==> src/cpuPkg.sv <==
`default_nettype none

package cpuPkg;

    typedef logic [31:0] wordT;    // data or address word
    typedef logic [4:0]  regAddrT; // register index
    typedef logic [2:0]  funct3T;
    typedef logic [6:0]  funct7T;

    // major opcodes of the kept RV32I subset
    typedef enum logic [6:0] {
        opLui    = 7'b0110111,
        opAuipc  = 7'b0010111,
        opJal    = 7'b1101111,
        opJalr   = 7'b1100111,
        opBranch = 7'b1100011,
        opLoad   = 7'b0000011,
        opStore  = 7'b0100011,
        opImm    = 7'b0010011,
        opReg    = 7'b0110011
    } opcodeE;

    typedef enum logic {
        stRun    = 1'b0,
        stHalted = 1'b1
    } cpuStateE;

    localparam wordT instBytes = 32'd4; // pc step
    localparam int   regCount  = 32;

    // funct3 encodings for alu ops
    localparam funct3T f3AddSub = 3'b000;
    localparam funct3T f3Sll    = 3'b001;
    localparam funct3T f3Slt    = 3'b010;
    localparam funct3T f3Sltu   = 3'b011;
    localparam funct3T f3Xor    = 3'b100;
    localparam funct3T f3Srl    = 3'b101; // also sra
    localparam funct3T f3Or     = 3'b110;
    localparam funct3T f3And    = 3'b111;

    // funct3 encodings for branches, jalr and word access
    localparam funct3T f3Beq    = 3'b000;
    localparam funct3T f3Bne    = 3'b001;
    localparam funct3T f3Blt    = 3'b100;
    localparam funct3T f3Bge    = 3'b101;
    localparam funct3T f3Bltu   = 3'b110;
    localparam funct3T f3Bgeu   = 3'b111;
    localparam funct3T f3Jalr   = 3'b000;
    localparam funct3T f3Word   = 3'b010;

    localparam funct7T f7Zero   = 7'b0000000;
    localparam funct7T f7Alt    = 7'b0100000; // sub and sra

endpackage

`default_nettype wire

==> src/decodeIf.sv <==
`timescale 1ns/100ps
`default_nettype none

interface decodeIf;
    import cpuPkg::*;

    opcodeE  opcode;  // may carry a value outside the enum
    funct3T  funct3;
    funct7T  funct7;
    regAddrT rs1;
    regAddrT rs2;
    regAddrT rd;
    wordT    imm;     // sign-extended, format picked by opcode
    logic    illegal; // encoding not supported

    modport decoder (
        output opcode, funct3, funct7, rs1, rs2, rd, imm, illegal
    );

    modport consumer (
        input opcode, funct3, funct7, rs1, rs2, rd, imm, illegal
    );

endinterface

`default_nettype wire

==> src/instDecoder.sv <==
`timescale 1ns/100ps
`default_nettype none

module instDecoder (
    input wire cpuPkg::wordT instWord,
    decodeIf.decoder         dec
);
    import cpuPkg::*;

    opcodeE opc;
    funct3T f3;
    funct7T f7;
    wordT   immI;
    wordT   immS;
    wordT   immB;
    wordT   immU;
    wordT   immJ;
    logic   altOk; // funct7 is zero or the sub/sra pattern

    assign opc = opcodeE'(instWord[6:0]);
    assign f3  = instWord[14:12];
    assign f7  = instWord[31:25];

    assign dec.opcode = opc;
    assign dec.funct3 = f3;
    assign dec.funct7 = f7;
    assign dec.rd     = instWord[11:7];
    assign dec.rs1    = instWord[19:15];
    assign dec.rs2    = instWord[24:20];

    assign immI = {{20{instWord[31]}}, instWord[31:20]};
    assign immS = {{20{instWord[31]}}, instWord[31:25], instWord[11:7]};
    assign immB = {{19{instWord[31]}}, instWord[31], instWord[7], instWord[30:25],
                   instWord[11:8], 1'b0};
    assign immU = {instWord[31:12], 12'b0};
    assign immJ = {{11{instWord[31]}}, instWord[31], instWord[19:12], instWord[20],
                   instWord[30:21], 1'b0};

    assign altOk = (f7 == f7Zero) || (f7 == f7Alt);

    always_comb begin
        dec.imm     = immI; // i-type unless the opcode says otherwise
        dec.illegal = 1'b0;
        case (opc)
            opLui, opAuipc: dec.imm = immU;
            opJal:          dec.imm = immJ;
            opJalr:         dec.illegal = (f3 != f3Jalr);
            opBranch: begin
                dec.imm     = immB;
                dec.illegal = (f3 == 3'b010) || (f3 == 3'b011);
            end
            opLoad:         dec.illegal = (f3 != f3Word);
            opStore: begin
                dec.imm     = immS;
                dec.illegal = (f3 != f3Word);
            end
            opImm: begin
                if (f3 == f3Sll) begin
                    dec.illegal = (f7 != f7Zero); // upper shamt field
                end else if (f3 == f3Srl) begin
                    dec.illegal = !altOk;
                end
            end
            opReg: begin
                if ((f3 == f3AddSub) || (f3 == f3Srl)) begin
                    dec.illegal = !altOk;
                end else begin
                    dec.illegal = (f7 != f7Zero);
                end
            end
            default:        dec.illegal = 1'b1; // unknown opcode
        endcase
    end

endmodule

`default_nettype wire

==> src/executeUnit.sv <==
`timescale 1ns/100ps
`default_nettype none

module executeUnit (
    decodeIf.consumer          dec,
    input  wire cpuPkg::wordT  pc,
    input  wire cpuPkg::wordT  rs1Data,
    input  wire cpuPkg::wordT  rs2Data,
    input  wire cpuPkg::wordT  dataRdData,
    output cpuPkg::wordT       rdData,
    output cpuPkg::wordT       dataAddr,
    output cpuPkg::wordT       dataWrData,
    output logic               misaligned
);
    import cpuPkg::*;

    wordT       opB;      // second alu operand
    logic [4:0] shamt;
    logic       isSub;
    logic       isArith;  // arithmetic right shift
    wordT       aluOut;
    wordT       effAddr;
    wordT       linkAddr;
    logic       memOp;

    assign opB     = (dec.opcode == opReg) ? rs2Data : dec.imm;
    assign shamt   = opB[4:0];
    assign isSub   = (dec.opcode == opReg) && dec.funct7[5]; // only reg form subtracts
    assign isArith = dec.funct7[5];

    always_comb begin
        case (dec.funct3)
            f3AddSub: aluOut = isSub ? (rs1Data - opB) : (rs1Data + opB);
            f3Sll:    aluOut = rs1Data << shamt;
            f3Slt:    aluOut = {31'b0, $signed(rs1Data) < $signed(opB)};
            f3Sltu:   aluOut = {31'b0, rs1Data < opB};
            f3Xor:    aluOut = rs1Data ^ opB;
            f3Srl: begin
                if (isArith) begin
                    aluOut = wordT'($signed(rs1Data) >>> shamt);
                end else begin
                    aluOut = rs1Data >> shamt;
                end
            end
            f3Or:     aluOut = rs1Data | opB;
            f3And:    aluOut = rs1Data & opB;
            default:  aluOut = '0;
        endcase
    end

    // imm already holds the s or i format
    assign effAddr  = rs1Data + dec.imm;
    assign linkAddr = pc + instBytes;
    assign memOp    = (dec.opcode == opLoad) || (dec.opcode == opStore);

    assign misaligned = memOp && (effAddr[1:0] != 2'b00);
    assign dataAddr   = effAddr;
    assign dataWrData = rs2Data;

    always_comb begin
        case (dec.opcode)
            opLui:         rdData = dec.imm;
            opAuipc:       rdData = pc + dec.imm;
            opJal, opJalr: rdData = linkAddr; // return address
            opLoad:        rdData = dataRdData;
            opImm, opReg:  rdData = aluOut;
            default:       rdData = '0; // no rd write for these
        endcase
    end

endmodule

`default_nettype wire

==> src/regFile.sv <==
`timescale 1ns/100ps
`default_nettype none

module regFile (
    input  wire                  clk,
    input  wire cpuPkg::regAddrT rs1,
    input  wire cpuPkg::regAddrT rs2,
    output cpuPkg::wordT         rs1Data,
    output cpuPkg::wordT         rs2Data,
    input  wire cpuPkg::regAddrT rd,
    input  wire cpuPkg::wordT    rdData,
    input  wire                  regWrEn
);
    import cpuPkg::*;

    wordT regs [regCount]; // entry 0 is never written

    always_ff @(posedge clk) begin
        if (regWrEn && (rd != '0)) begin
            regs[rd] <= rdData;
        end
    end

    // x0 reads as zero regardless of array contents
    assign rs1Data = (rs1 == '0) ? '0 : regs[rs1];
    assign rs2Data = (rs2 == '0) ? '0 : regs[rs2];

endmodule

`default_nettype wire

==> src/programCounter.sv <==
`timescale 1ns/100ps
`default_nettype none

module programCounter #(
    parameter cpuPkg::wordT resetAddr = '0
) (
    input  wire               clk,
    input  wire               rst,
    decodeIf.consumer         dec,
    input  wire cpuPkg::wordT rs1Data,
    input  wire cpuPkg::wordT rs2Data,
    input  wire               pcEn,
    output cpuPkg::wordT      pc
);
    import cpuPkg::*;

    logic taken;    // branch condition holds
    wordT seqPc;
    wordT relPc;    // pc-relative target
    wordT jalrPc;
    wordT nextPc;

    always_comb begin
        case (dec.funct3)
            f3Beq:   taken = (rs1Data == rs2Data);
            f3Bne:   taken = (rs1Data != rs2Data);
            f3Blt:   taken = ($signed(rs1Data) < $signed(rs2Data));
            f3Bge:   taken = ($signed(rs1Data) >= $signed(rs2Data));
            f3Bltu:  taken = (rs1Data < rs2Data);
            f3Bgeu:  taken = (rs1Data >= rs2Data);
            default: taken = 1'b0; // flagged illegal by the decoder
        endcase
    end

    assign seqPc  = pc + instBytes;
    assign relPc  = pc + dec.imm;
    assign jalrPc = (rs1Data + dec.imm) & ~wordT'(1); // lsb cleared

    always_comb begin
        case (dec.opcode)
            opJal:    nextPc = relPc;
            opJalr:   nextPc = jalrPc;
            opBranch: nextPc = taken ? relPc : seqPc;
            default:  nextPc = seqPc;
        endcase
    end

    always_ff @(posedge clk) begin
        if (!rst) begin
            pc <= resetAddr;
        end else if (pcEn) begin
            pc <= nextPc;
        end
    end

endmodule

`default_nettype wire

==> src/cpuControl.sv <==
`timescale 1ns/100ps
`default_nettype none

module cpuControl (
    input  wire       clk,
    input  wire       rst,
    decodeIf.consumer dec,
    input  wire       misaligned,
    output logic      regWrEn,
    output logic      dataWrEn,
    output logic      pcEn,
    output logic      halt
);
    import cpuPkg::*;

    cpuStateE state;
    cpuStateE nextState;
    logic     fault;    // illegal encoding or bad address
    logic     commit;   // this instruction may write
    logic     writesRd;

    assign fault  = dec.illegal || misaligned;
    assign commit = (state == stRun) && !fault;

    always_comb begin
        case (dec.opcode)
            opLui, opAuipc, opJal, opJalr, opLoad, opImm, opReg: writesRd = 1'b1;
            default:                                             writesRd = 1'b0;
        endcase
    end

    always_comb begin
        nextState = state;
        case (state)
            stRun:    if (fault) nextState = stHalted;
            stHalted: nextState = stHalted; // only reset leaves
            default:  nextState = stHalted;
        endcase
    end

    always_ff @(posedge clk) begin
        if (!rst) begin
            state <= stRun;
        end else begin
            state <= nextState;
        end
    end

    assign pcEn     = commit;
    assign regWrEn  = commit && writesRd;
    assign dataWrEn = commit && (dec.opcode == opStore);
    assign halt     = (state == stHalted);

endmodule

`default_nettype wire

==> src/singleCycleCpu.sv <==
`timescale 1ns/100ps
`default_nettype none

module singleCycleCpu #(
    parameter cpuPkg::wordT resetAddr = '0
) (
    input  wire               clk,
    input  wire               rst,
    output cpuPkg::wordT      instAddr,   // current pc
    input  wire cpuPkg::wordT instWord,
    output cpuPkg::wordT      dataAddr,
    output cpuPkg::wordT      dataWrData,
    output logic              dataWrEn,
    input  wire cpuPkg::wordT dataRdData,
    output logic              halt
);
    import cpuPkg::*;

    wordT rs1Data;
    wordT rs2Data;
    wordT rdData;     // writeback value
    logic misaligned;
    logic regWrEn;
    logic pcEn;

    decodeIf decBus ();

    instDecoder i_instDecoder (
        .instWord (instWord),
        .dec      (decBus.decoder)
    );

    regFile i_regFile (
        .clk     (clk),
        .rs1     (decBus.rs1),
        .rs2     (decBus.rs2),
        .rs1Data (rs1Data),
        .rs2Data (rs2Data),
        .rd      (decBus.rd),
        .rdData  (rdData),
        .regWrEn (regWrEn)
    );

    executeUnit i_executeUnit (
        .dec        (decBus.consumer),
        .pc         (instAddr),
        .rs1Data    (rs1Data),
        .rs2Data    (rs2Data),
        .dataRdData (dataRdData),
        .rdData     (rdData),
        .dataAddr   (dataAddr),
        .dataWrData (dataWrData),
        .misaligned (misaligned)
    );

    programCounter #(
        .resetAddr (resetAddr)
    ) i_programCounter (
        .clk     (clk),
        .rst     (rst),
        .dec     (decBus.consumer),
        .rs1Data (rs1Data),
        .rs2Data (rs2Data),
        .pcEn    (pcEn),
        .pc      (instAddr)
    );

    cpuControl i_cpuControl (
        .clk        (clk),
        .rst        (rst),
        .dec        (decBus.consumer),
        .misaligned (misaligned),
        .regWrEn    (regWrEn),
        .dataWrEn   (dataWrEn),
        .pcEn       (pcEn),
        .halt       (halt)
    );

endmodule

`default_nettype wire

==> config.mk <==
export PLATFORM = sky130hd
export DESIGN_NAME = singleCycleCpu
export DESIGN_NICKNAME = d
export VERILOG_FILES = /design/src/cpuPkg.sv /design/src/decodeIf.sv /design/src/instDecoder.sv /design/src/executeUnit.sv /design/src/regFile.sv /design/src/programCounter.sv /design/src/cpuControl.sv /design/src/singleCycleCpu.sv
export SDC_FILE = /design/constraint.sdc
export NUM_CORES = 2
export LEC_CHECK = 0
export CAP_MARGIN = 20
export CORE_MARGIN = 1.5
export CORE_UTILIZATION = 41
export DETAILED_ROUTE_END_ITERATION = 12
export DONT_BUFFER_PORTS = 1
export PLACE_DENSITY = 0.54
export RECOVER_POWER = 25
export SETUP_SLACK_MARGIN = 0.3
export SLEW_MARGIN = 10
export SYNTH_ARGS = -nofsm -noshare
export SYNTH_HDL_FRONTEND = slang
export SYNTH_HIERARCHICAL = 1
export SYNTH_SLANG_ARGS = --single-unit
==> constraint.sdc <==
create_clock -name clk -period 11.9 [get_ports clk]
set_input_delay 2.38 -clock clk [delete_from_list [all_inputs] [get_ports clk]]
set_output_delay 2.38 -clock clk [all_outputs]
set_load 0.1 [all_outputs]
==> metrics.md <==
| Metric | Value |
|---|---|
| Status | `complete, but fails checks` |
| Failing checks | `capacitance limit, slew limit` |
| Sw Pwr | `3330 µW` |
| Total grt overflow | `0` |
| CP Launch Point | `instWord[22]` |
| Fin nets | `6125` |
| DRC violation count after routing | `0` |
| GR Layer Usage met2 | `a little over half` |
| Minimum clock period after layout | `11.41 ns` |
| Setup TNS | `0 ns` |
| Area after DPL | `73800 µm²` |
| Die height | `415 µm` |
| RSZ-0062 raised after global routing | `false` |
| Final hold vios | `0` |
| Largest net degree at the start of global routing | `291` |
| Endpoint kind of the worst setup timing path | `flip-flop` |
| Non-Filler Instances | `8105` |
| Leakage Power | `0.0276 µW` |
| Routability cong. | `~1.0` |
| Share of cells above drive strength 1 | `16.8%` |
| GR Util met3 | `6.21%` |
| Post-Syn Area | `69500 µm²` |
| Setup bufs post-CTS | `0` |
| Worst-case clock buffer depth | `3` |
| Comb pwr share | `25.2%` |
| Initial Utilization | `41.4%` |
| Clock skew | `roughly 0.085 ns` |
| Die W | `415 µm` |
| Crit start category | `primary input` |
| GR Layer Usage met1 | `42.4%` |
| Switching share of total power | `32.5%` |
| Fin util | `46.0%` |
| Synth Instances | `5801` |
| Crit path max fanout | `200` |
| Pre-CTS setup slack | `1.42 ns` |
| Detailed Routing Iterations Pass 1 | `8` |
| Global Route Usage Sum | `34.3%` |
| WL/cell | `37.3 µm` |
| IO buf count | `0` |
| Area growth from synthesis to layout | `10.9%` |
| Critical path class | `in -> reg` |
| Top Usage Layer GRT | `met2` |
| Pwr per Cell Area | `133 nW/µm²` |
| Vias per cell | `6.85` |
| Initial antenna violation count | `21` |
| First-pass GRT wire length | `about 420000 µm` |
| Area of the core | `168000 µm²` |
| Row cnt | `150` |
| Int Pwr | `6920 µW` |
| # hold bufs at CTS | `0` |
| CTS tree | `done` |
| Post-CTS Resized | `0` |
| Final setup vio count | `0` |
| Data required, critical path | `around 13 ns` |
| # IOs | `about 160` |
| Clk Latency, worst-skew pair | `0.80 ns` |
| Fmax | `0.0877 GHz` |
| Worst min-delay path class | `reg -> reg` |
| CP arrival | `~12 ns` |
| Critical register-to-register path startpoint | `i_regFile/regs[18][0]` |
| DRT iter0 DRCs | `roughly 7300` |
| Worst vdd ir | `0.152 mV` |
| Vias post-DR | `55493` |
| Sequential Power Share | `39.6%` |
| Clock power frac | `35.2%` |
| Synth warn | `6` |
| Die area | `172000 µm²` |
| Hpwl dp | `a little over 200000 µm` |
| Syn avg cell area | `about 12 µm²` |
| CTS Sinks | `1057` |
| Total CTS buffers | `about 110` |
| Worst rel slew slack | `-166%` |
| Hold path startpoint | `i_programCounter/pc[25]` |
| Cell total after placement | `7882` |
| Fill count | `approximately 15000` |
| Final instance area | `77100 µm²` |
| Antenna-violating nets left | `0` |
| Root buffer cell | `clkbuf_16` |
| Clk pin slew, worst setup/hold paths | `0.07 ns` |
| Worst Max-Slew Pin Slew | `4.00 ns` |
| Drt total wl | `slightly above 300000 µm` |
| Final period utilization | `95.9%` |
| H-tree levels | `3` |
| Final WS setup | `0.493 ns` |
| Fin. max-slew vios | `around 960` |
| # Max-Cap Violations | `69` |
| Number of global-route vias before repair | `53570` |
[power by group through the flow]
stage / sequential, µW / combinational, µW / clock (µW)
after floorplan: 4140 / 1750 / 0
after global placement: 4130 / 2530 / 0
after detailed placement: 4130 / 2520 / 0
after CTS: 4050 / 2530 / 3660
after global routing: 4050 / 2670 / 3790
final: 4050 / 2580 / 3610
[stage by stage]
stage	hold WS, ns	total power [µW]
5_1_grt	0.637	10500
3_3_place_gp	0.590	6660
2_1_floorplan	0.912	5890
4_1_cts	0.604	10200
3_5_place_dp	0.596	6650
6_report	0.594	10200
[metal layers]
layer	wire length, µm	vias to the layer above
met3	27100	870
met1	111000	28193
met2	140000	3374
met4	23800	8
li1	-	23048
met5	49	-
[area by class of cell]
type / count / area, µm² / area share (%)
Sequential cell: 1057 / 31400 / 40.7
Clock buffer: 135 / 2930 / 3.80
Tap cell: 2204 / 2760 / 3.58
Inverter: 181 / 682 / 0.884
Multi-Input combinational cell: 4149 / 36300 / 47.1
Clock inverter: 71 / 840 / 1.09
Timing Repair Buffer: 292 / 2130 / 2.77
Antenna cell: 16 / 40.0 / 0.0519
[worst paths after layout]
kind	cells after the start	end	slack, ns
max reg2reg	16	i_regFile/regs[2][27]	3.00
min reg2reg	2	i_programCounter/pc[25]	0.59
min	2	i_programCounter/pc[25]	0.59
max	18	i_programCounter/pc[17]	0.49
[cells in the final DEF (no fill, tap or decap), types with 174 or more instances in the layout]
cell type  instances
a21oi_1          315
buf_4            212
edfxtp_1        1024
ha_1             260
inv_1            174
mux2i_1          383
mux4_2           303
nand2_1          448
nor2_1           261
o21ai_0          275
[worst max-delay path, stage by stage]
cell and delay [ns]:
nor2_1 0.87, and3_1 2.04, clkbuf_1 1.34, a211oi_4 0.04, clkbuf_1 0.70, inv_1 0.20
ha_1 0.19, a21oi_1 0.08, o21ai_1 0.13, a211oi_1 0.07, o31ai_1 1.07, a211oi_1 0.13
a311oi_2 0.66, a31oi_1 0.18, buf_4 0.24, nand2b_1 0.58, a221oi_1 0.61, a21oi_1 0.14
[registers in the layout, indices dropped and copies added, names as in the netlist]
name and count:
i_cpuControl/halt 1, i_programCounter/pc 32, i_regFile/regs 1024
(Power assumes the default switching activity.)
